==> src/hw/periph_settings.svh <==
/*
 * Peripheral bus settings
 * Slot count, bus widths and the register address map
 */
`ifndef PERIPH_SETTINGS_SVH
`define PERIPH_SETTINGS_SVH

// Byte slots, 1 to 16
`define PERIPH_NUM_SLOTS     8
`define PERIPH_ADDR_W        11
`define PERIPH_PINS          8

// Address map
`define PERIPH_SLOT_BIT      10
`define PERIPH_GPIO_BLOCK    1
`define PERIPH_GPIO_OUT_OFS  6'h00
`define PERIPH_GPIO_IN_OFS   6'h04
`define PERIPH_GPIO_SEL_OFS  6'h20

// Per slot register layout
`define PERIPH_SLOT_REGS     4
`define PERIPH_SLOT_IN_OFS   4

`endif

==> src/hw/periph_pkg.sv <==
/*
 * Peripheral bus types
 * Data widths, access size codes and the pin function select
 */
`default_nettype none

`include "periph_settings.svh"

package periph_pkg;

    typedef logic [7:0]              byte_t;
    typedef logic [31:0]             word_t;
    typedef logic [`PERIPH_PINS-1:0] pins_t;

    // Access size: 00 byte, 01 half, 10 word, 11 no access
    typedef logic [1:0] size_code_t;
    localparam size_code_t SIZE_IDLE = 2'b11;

    // Pin function select
    // Bit 4 set routes a byte slot, index in bits 3:0
    // Bit 4 clear gives a source code in bits 3:0
    typedef logic [4:0] func_sel_t;

    // Source code of the GPIO output register
    localparam logic [3:0] FUNC_GPIO = 4'd1;
    localparam func_sel_t  FUNC_SEL_RESET = {1'b0, FUNC_GPIO};

    // Pin outputs of every byte slot
    typedef pins_t [`PERIPH_NUM_SLOTS-1:0] slot_pins_t;

endpackage

`default_nettype wire

==> src/hw/slot_bus_if.sv <==
/*
 * Byte slot bus
 * Links the address decoder, one byte slot and the read-return block
 */
`default_nettype none

interface slot_bus_if;
    import periph_pkg::*;

    // Register offset inside the slot
    logic [3:0] offset;
    byte_t      wdata;

    // One cycle write, always accepted
    logic       write;

    // Combinational from offset
    byte_t      rdata;

    // Slot outputs towards the pin mux
    pins_t      pins;

    modport decoder (
        output offset,
        output wdata,
        output write
    );

    modport periph (
        input  offset,
        input  wdata,
        input  write,
        output rdata,
        output pins
    );

    modport reader (
        input  rdata
    );

endinterface

`default_nettype wire

==> src/hw/bus_decoder.sv <==
/*
 * Peripheral address decoder
 * Turns the CPU address and write code into slot and GPIO write strobes
 */
`default_nettype none

`include "periph_settings.svh"

module bus_decoder #(
    parameter int NUM_SLOTS = `PERIPH_NUM_SLOTS
) (
    input  wire logic [`PERIPH_ADDR_W-1:0] i_addr,
    input  wire periph_pkg::word_t         i_data,
    input  wire periph_pkg::size_code_t    i_data_write_n,
    output logic                           o_gpio_write,
    output logic [5:0]                     o_gpio_ofs,
    output periph_pkg::byte_t              o_wdata,
    slot_bus_if.decoder                    slot_bus [NUM_SLOTS]
);
    import periph_pkg::*;

    logic       wr_req;
    logic       slot_region;
    logic [3:0] slot_idx;
    logic [3:0] block_idx;

    assign wr_req      = i_data_write_n != SIZE_IDLE;
    assign slot_region = i_addr[`PERIPH_SLOT_BIT];

    // 16 bytes per slot in the slot region
    assign slot_idx    = i_addr[7:4];

    // 64 bytes per block in the word region
    assign block_idx   = i_addr[9:6];

    // GPIO block strobes
    assign o_gpio_write = wr_req && !slot_region &&
                          block_idx == 4'(`PERIPH_GPIO_BLOCK);
    assign o_gpio_ofs   = i_addr[5:0];
    assign o_wdata      = i_data[7:0];

    // Offset and data go to every slot, the write only to the addressed one
    // Slot indices past NUM_SLOTS match no slot
    for (genvar s = 0; s < NUM_SLOTS; s++) begin : g_slot
        assign slot_bus[s].offset = i_addr[3:0];
        assign slot_bus[s].wdata  = i_data[7:0];
        assign slot_bus[s].write  = wr_req && slot_region && slot_idx == 4'(s);
    end

endmodule

`default_nettype wire

==> src/hw/byte_periph.sv <==
/*
 * Byte peripheral slot
 * Four read/write byte registers and an input pin read port
 */
`default_nettype none

`include "periph_settings.svh"

module byte_periph (
    input  wire logic              clk,
    input  wire logic              rst_n,
    input  wire periph_pkg::pins_t i_ui_in,
    slot_bus_if.periph             bus
);
    import periph_pkg::*;

    localparam int IDX_W = $clog2(`PERIPH_SLOT_REGS);

    byte_t            regs [`PERIPH_SLOT_REGS];
    logic             reg_hit;
    logic             in_hit;
    logic [IDX_W-1:0] reg_idx;

    // Registers sit at the lowest offsets
    assign reg_hit = bus.offset < 4'(`PERIPH_SLOT_REGS);
    assign in_hit  = bus.offset == 4'(`PERIPH_SLOT_IN_OFS);
    assign reg_idx = bus.offset[IDX_W-1:0];

    always_ff @(posedge clk) begin
        if (!rst_n) begin
            for (int r = 0; r < `PERIPH_SLOT_REGS; r++) begin
                regs[r] <= '0;
            end
        end else if (bus.write && reg_hit) begin
            regs[reg_idx] <= bus.wdata;
        end
    end

    // Read back is combinational from the offset
    always_comb begin
        if (reg_hit) begin
            bus.rdata = regs[reg_idx];
        end else if (in_hit) begin
            bus.rdata = i_ui_in;
        end else begin
            bus.rdata = '0;
        end
    end

    // Register 0 drives this slot's pins
    assign bus.pins = regs[0];

endmodule

`default_nettype wire

==> src/hw/gpio_ctrl.sv <==
/*
 * GPIO control
 * Output register, per pin function selects and the output pin mux
 */
`default_nettype none

`include "periph_settings.svh"

module gpio_ctrl (
    input  wire logic                   clk,
    input  wire logic                   rst_n,
    input  wire logic                   i_write,
    input  wire logic [5:0]             i_ofs,
    input  wire periph_pkg::byte_t      i_wdata,
    input  wire periph_pkg::pins_t      i_ui_in,
    input  wire periph_pkg::slot_pins_t i_slot_pins,
    output periph_pkg::word_t           o_rdata,
    output periph_pkg::pins_t           o_uo_out
);
    import periph_pkg::*;

    localparam int PIN_IDX_W = $clog2(`PERIPH_PINS);
    // A 4-bit slot index reaches 16 slots
    localparam int SEL_RANGE = 16;

    pins_t                gpio_out;
    func_sel_t            func_sel [`PERIPH_PINS];
    logic [5:0]           sel_rel;
    logic                 sel_hit;
    logic [PIN_IDX_W-1:0] sel_idx;
    pins_t                slot_pins_ext [SEL_RANGE];

    // Function selects are word spaced from the select base
    assign sel_rel = i_ofs - `PERIPH_GPIO_SEL_OFS;
    assign sel_hit = i_ofs >= `PERIPH_GPIO_SEL_OFS && sel_rel[1:0] == 2'b00 &&
                     sel_rel[5:2] < 4'(`PERIPH_PINS);
    assign sel_idx = sel_rel[2 +: PIN_IDX_W];

    always_ff @(posedge clk) begin
        if (!rst_n) begin
            gpio_out <= '0;
            for (int k = 0; k < `PERIPH_PINS; k++) begin
                func_sel[k] <= FUNC_SEL_RESET;
            end
        end else if (i_write) begin
            if (i_ofs == `PERIPH_GPIO_OUT_OFS) begin
                gpio_out <= i_wdata;
            end
            if (sel_hit) begin
                func_sel[sel_idx] <= i_wdata[4:0];
            end
        end
    end

    // Read data is zero extended
    always_comb begin
        o_rdata = '0;
        if (i_ofs == `PERIPH_GPIO_OUT_OFS) begin
            o_rdata[`PERIPH_PINS-1:0] = gpio_out;
        end else if (i_ofs == `PERIPH_GPIO_IN_OFS) begin
            o_rdata[`PERIPH_PINS-1:0] = i_ui_in;
        end else if (sel_hit) begin
            o_rdata[4:0] = func_sel[sel_idx];
        end
    end

    // Missing slots read as low pins
    for (genvar s = 0; s < SEL_RANGE; s++) begin : g_slot_pad
        if (s < `PERIPH_NUM_SLOTS) begin : g_used
            assign slot_pins_ext[s] = i_slot_pins[s];
        end else begin : g_empty
            assign slot_pins_ext[s] = '0;
        end
    end

    // Per pin source mux, unknown codes drive low
    for (genvar k = 0; k < `PERIPH_PINS; k++) begin : g_pin
        assign o_uo_out[k] = func_sel[k][4]                ? slot_pins_ext[func_sel[k][3:0]][k] :
                             func_sel[k][3:0] == FUNC_GPIO ? gpio_out[k] :
                                                             1'b0;
    end

endmodule

`default_nettype wire

==> src/hw/read_return.sv <==
/*
 * Read return path
 * Picks read data by address, registers it and holds it until read complete
 */
`default_nettype none

`include "periph_settings.svh"

module read_return #(
    parameter int NUM_SLOTS = `PERIPH_NUM_SLOTS
) (
    input  wire logic                      clk,
    input  wire logic                      rst_n,
    input  wire logic [`PERIPH_ADDR_W-1:0] i_addr,
    input  wire periph_pkg::size_code_t    i_data_read_n,
    input  wire periph_pkg::size_code_t    i_data_write_n,
    input  wire logic                      i_data_read_complete,
    input  wire periph_pkg::word_t         i_gpio_rdata,
    slot_bus_if.reader                     slot_bus [NUM_SLOTS],
    output periph_pkg::word_t              o_data,
    output logic                           o_data_ready
);
    import periph_pkg::*;

    // A 4-bit slot index reaches 16 slots
    localparam int MAX_SLOTS = 16;

    byte_t slot_rdata [MAX_SLOTS];
    word_t pick_data;
    word_t data_r;
    logic  data_hold;
    logic  ready_r;
    logic  read_req;
    logic  write_req;

    assign read_req  = i_data_read_n != SIZE_IDLE;
    assign write_req = i_data_write_n != SIZE_IDLE;

    // Unused slot indices read 0
    for (genvar s = 0; s < MAX_SLOTS; s++) begin : g_slot_pad
        if (s < NUM_SLOTS) begin : g_used
            assign slot_rdata[s] = slot_bus[s].rdata;
        end else begin : g_empty
            assign slot_rdata[s] = '0;
        end
    end

    // Every source answers in the same cycle
    always_comb begin
        if (i_addr[`PERIPH_SLOT_BIT]) begin
            pick_data = {24'h0, slot_rdata[i_addr[7:4]]};
        end else if (i_addr[9:6] == 4'(`PERIPH_GPIO_BLOCK)) begin
            pick_data = i_gpio_rdata;
        end else begin
            pick_data = '0;
        end
    end

    // First read cycle captures, later ones keep the held value
    always_ff @(posedge clk) begin
        if (!rst_n) begin
            data_hold <= 1'b0;
            ready_r   <= 1'b0;
        end else begin
            if (i_data_read_complete) begin
                data_hold <= 1'b0;
            end
            if (!data_hold && read_req) begin
                data_hold <= 1'b1;
            end
            ready_r <= read_req;
        end
    end

    always_ff @(posedge clk) begin
        if (!data_hold && read_req) begin
            data_r <= pick_data;
        end
    end

    assign o_data       = data_r;
    // Writes are acknowledged in their own cycle
    assign o_data_ready = ready_r || write_req;

endmodule

`default_nettype wire

==> src/hw/periph_top.sv <==
/*
 * Peripheral bus block top level
 * Decoder, GPIO, a row of byte slots and the read-return path
 */
`default_nettype none

`include "periph_settings.svh"

module periph_top (
    input  wire        clk,
    input  wire        rst_n,
    input  wire [7:0]  i_ui_in,
    output wire [7:0]  o_uo_out,
    input  wire [10:0] i_addr,
    input  wire [31:0] i_data,
    input  wire [1:0]  i_data_write_n,
    input  wire [1:0]  i_data_read_n,
    input  wire        i_data_read_complete,
    output wire [31:0] o_data,
    output wire        o_data_ready
);
    import periph_pkg::*;

    localparam int NUM_SLOTS = `PERIPH_NUM_SLOTS;

    logic       gpio_write;
    logic [5:0] gpio_ofs;
    byte_t      gpio_wdata;
    word_t      gpio_rdata;
    slot_pins_t slot_pins;

    slot_bus_if slot_bus [NUM_SLOTS] ();

    bus_decoder #(
        .NUM_SLOTS(NUM_SLOTS)
    ) u_decoder (
        .i_addr         (i_addr),
        .i_data         (i_data),
        .i_data_write_n (i_data_write_n),
        .o_gpio_write   (gpio_write),
        .o_gpio_ofs     (gpio_ofs),
        .o_wdata        (gpio_wdata),
        .slot_bus       (slot_bus)
    );

    for (genvar s = 0; s < NUM_SLOTS; s++) begin : g_slot
        byte_periph u_slot (
            .clk     (clk),
            .rst_n   (rst_n),
            .i_ui_in (i_ui_in),
            .bus     (slot_bus[s])
        );

        assign slot_pins[s] = slot_bus[s].pins;
    end

    gpio_ctrl u_gpio (
        .clk         (clk),
        .rst_n       (rst_n),
        .i_write     (gpio_write),
        .i_ofs       (gpio_ofs),
        .i_wdata     (gpio_wdata),
        .i_ui_in     (i_ui_in),
        .i_slot_pins (slot_pins),
        .o_rdata     (gpio_rdata),
        .o_uo_out    (o_uo_out)
    );

    read_return #(
        .NUM_SLOTS(NUM_SLOTS)
    ) u_read (
        .clk                  (clk),
        .rst_n                (rst_n),
        .i_addr               (i_addr),
        .i_data_read_n        (i_data_read_n),
        .i_data_write_n       (i_data_write_n),
        .i_data_read_complete (i_data_read_complete),
        .i_gpio_rdata         (gpio_rdata),
        .slot_bus             (slot_bus),
        .o_data               (o_data),
        .o_data_ready         (o_data_ready)
    );

endmodule

`default_nettype wire

==> config.mk <==
export PLATFORM = sky130hd
export DESIGN_NAME = periph_top
export DESIGN_NICKNAME = d
export VERILOG_FILES = /design/src/hw/periph_pkg.sv /design/src/hw/slot_bus_if.sv /design/src/hw/bus_decoder.sv /design/src/hw/byte_periph.sv /design/src/hw/gpio_ctrl.sv /design/src/hw/read_return.sv /design/src/hw/periph_top.sv
export VERILOG_INCLUDE_DIRS = /design/src /design/src/hw
export SDC_FILE = /design/constraint.sdc
export NUM_CORES = 1
export LEC_CHECK = 0
export BUFFER_PORTS_ARGS = -buffer_cell sky130_fd_sc_hd__buf_2
export CAP_MARGIN = 30
export CORE_MARGIN = 2
export CORE_UTILIZATION = 40
export CTS_CLUSTER_DIAMETER = 60
export DETAILED_ROUTE_END_ITERATION = 12
export GPL_TIMING_DRIVEN = 0
export SLEW_MARGIN = 20
export SYNTH_ARGS = -nofsm -noshare
export SYNTH_HDL_FRONTEND = slang
export SYNTH_SLANG_ARGS = --single-unit
==> constraint.sdc <==
create_clock -name clk -period 3.01 [get_ports clk]
set_input_delay 0 -clock clk [delete_from_list [all_inputs] [get_ports clk]]
set_output_delay 0 -clock clk [all_outputs]
set_load 0.02 [all_outputs]
==> results.cfg <==
[power]
seq_power_share = 0.484
swShare = 0.245
p_sw_mw = 2.61
p_per_area_nw_per_um2 = 610
clockPowerShare = 0.420
vdd_drop_max_v = 0.000351
internal-power_mw = 8.05
leakage_nw = 5.88
p_comb_frac = 0.095

[synth]
ys_ff_latch = 314
synth.avg_cell_area_um2 = 13.2
synth_edf_count = 304
synthesis.area_um2 = 15200
ys_seq_area_frac = 0.615
syn_inst = 1147
yosysWarnings = 0
ys_types = 45
synthFlopType = edfxtp_1
ys_async_sr_fraction = 0

[worst_setup_path]
cp-start-kind = input pin
critPathRequiredTime_ns = 3.15
r2r_cells = 4
cp_max_fo = 10
worstSetupPathType = input pin to flop
critPathArrivalTime_ns = 3.22
crit_chain = clkbuf_1, buf_2, clkbuf_1, buf_2, nand2_1, o21ai_1
worst_setup_path_end_kind = flop
rr_endpoint = u_read.o_data[2]
r2r_start = g_slot[4].u_slot.regs[0][2]
slowest_stage = o21ai_1
cpPeakStageDelay_ns = 0.89
reg2reg_slack_ns = 0.55

[outcome]
violations = negative setup slack
status = finished, violations left

[worst_hold_path]
min_path_type = input pin to flop
hold_end = u_read.o_data[4]
whs_path_depth = 2
hold_start = i_data_read_n[1]

[placed_design]
dp.cells = 1735
post_dp_cell_area_um2 = 16200
place.gp.congestion = 1.02
dpl.hpwl_um = 40600
portBuffers = 42

[routing]
wl_um = 56200
dr.pass1.iters = 6
viasPerCell = 6.12
drc = 0
drt-initial-drc-count = 1502
ant_nets = 0
num_vias = 11100
wire_per_inst_um = 31.1

[job]
max_cap_violations = 0

[sta]
fin_crit_sh = 1.02
tns_ns = -0.514
max_freq_mhz = 324
period_minus_slack_ns = 3.08
clock-skew-final_ns = 0.0210
final-setup-viol-count = 12
worst_slew_pin_slew_ns = 1.05
layout_setup_ws_ns = -0.0742
hold_slack_ns = 0.0310
max_slew_margin = 0.291
drv_slew = 0
hold_viol_final = 0
rsz0062_at_grt = yes

[clock_network]
cts_tree = done
postCtsSetupRepairBufs = 0
cts_buffers = 37
clk_pin_slew_ns = 0.06
cts_buffer_depth = 3
insertion_delay_ns = 0.53
cts-htree-levels = 2
numClockSinks = 314
cts_root_buffer = clkbuf_16

[finish]
instances_no_fill = 1809
final_area_um2 = 17500
final_util = 0.466
mostFrequentLayoutCell = edfxtp_1
syn_to_final_growth_pct = 15.1
drive_gt1_frac = 0.195
final_cell_mix = edfxtp_1, nor2_1, and2_1
final_nets = 1328

[global_route]
grt_overflow = 0
grt_pass1_vias = 10600
grt_antenna_before_repair = 4
grt_max_degree = 13
grt_pass1_wl_um = 78100
grt_util_all_layers = 0.288

[die]
die_y_um = 199
dieArea_um2 = 39500
fp-row-count = 71
core_region_area_um2 = 37500
design.portCount = 99
initial_core_util = 0.405
die_x_um = 199
## synth_stat cells (4+ instances only)
cell type  count  area (µm²)
buf_4         32         240
nand2b_1      14        87.6
o21ai_0       39         195
nand3_1       11        55.1
and2_1        81         507
nand4_1        4        25.0
o22ai_1        5        31.3
mux2_2        12         135
a2111oi_0      6        52.6
a22oi_1       12        90.1
mux4_2        77        1730
nor2b_1       17         106
or3_1          7        43.8
buf_2          9        45.0
a22o_1         5        43.8
clkbuf_1      62         233
a21oi_1       23         115
nor4_1        10        62.6
edfxtp_1     304        9130
o22a_1         4        35.0
mux2i_1       35         350
o2111ai_1      8        70.1
nand2_1       53         199
o211ai_1       8        60.1
and3_1        19         119
nor2_1       237         890
dfxtp_1       10         200
a211oi_1      10        75.1
## state kept, by name (all words and copies together) (netlist names)
register            cells
u_gpio.gpio_out         8
u_read.data_hold        1
u_gpio.func_sel        40
g_slot.u_slot.regs    256
u_read.o_data           8
u_read.ready_r          1
## routing by layer
layer,track usage,wire length [µm],up-vias,part of all wire
met4,0.156,3550,8,0.063
met1,0.377,20600,5473,0.37
met5,0,61,-,0.0011
met3,0.0790,7290,185,0.13
met2,0.437,24700,905,0.44
li1,-,-,4494,-
## logic make-up after synthesis
logic type      Yosys count  share of synthesized area
simple gates            473                      0.149
flops                   314                      0.615
compound gates          124                     0.0528
mux                     124                      0.146
buf+inv                 111                     0.0371
other cells               1                   0.000247
## final cells by class
type | count | area [µm²]
Clock inverter | 16 | 155
Multi-Input combinational cell | 745 | 5390
Inverter | 3 | 11.3
Fill cell | 3419 | 20000
Clock buffer | 50 | 1050
Sequential cell | 314 | 9330
Timing Repair Buffer | 61 | 350
Tap cell | 511 | 639
Antenna cell | 1 | 2.50
Buffer | 108 | 554
## power by group through the flow
stage,logic (mW),clock network (mW),registers (mW)
3_3_place_gp,0.954,0,5.24
4_1_cts,0.984,4.48,5.15
5_1_grt,1.04,4.62,5.17
2_1_floorplan,0.572,0,5.16
3_5_place_dp,0.974,0,5.24
6_report,1.02,4.48,5.16
## critical path, delay by kind of cell
family / cells / cell delay [ns]
simple gates: 1 / 0.42
buf+inv: 4 / 1.88
compound gates: 1 / 0.89
## through the flow
step | total power, mW | setup slack (ns)
detailed placement | 6.22 | -0.599
global route | 10.8 | -0.0276
CTS | 10.6 | 0.0156
floorplan | 5.73 | 0.825
global placement | 6.19 | -0.851
finish | 10.7 | -0.0742
## what timing repair did
action                                  in CTS  in global routing
resized for setup                            1                  2
hold buffers                                 7                  0
endpoints found under the hold margin        6                  0
endpoints found under the setup margin       8                 22
## worst max path at each step
| stage | end | start | cells past startpoint | slack [ns] |
|---|---|---|---|---|
| finish | g_slot[5].u_slot.regs[3][2] | i_addr[1] | 6 | -0.07 |
| global route | g_slot[6].u_slot.regs[3][3] | i_addr[1] | 6 | -0.03 |
| CTS | g_slot[4].u_slot.regs[2][4] | i_addr[1] | 6 | 0.02 |
| detailed placement | g_slot[0].u_slot.regs[2][2] | i_addr[1] | 6 | -0.60 |
| global placement | g_slot[5].u_slot.regs[3][3] | i_addr[1] | 6 | -0.85 |
| floorplan | g_slot[1].u_slot.regs[1][0] | i_addr[0] | 7 | 0.82 |
No activity file was read; power rests on OpenSTA's default activity.
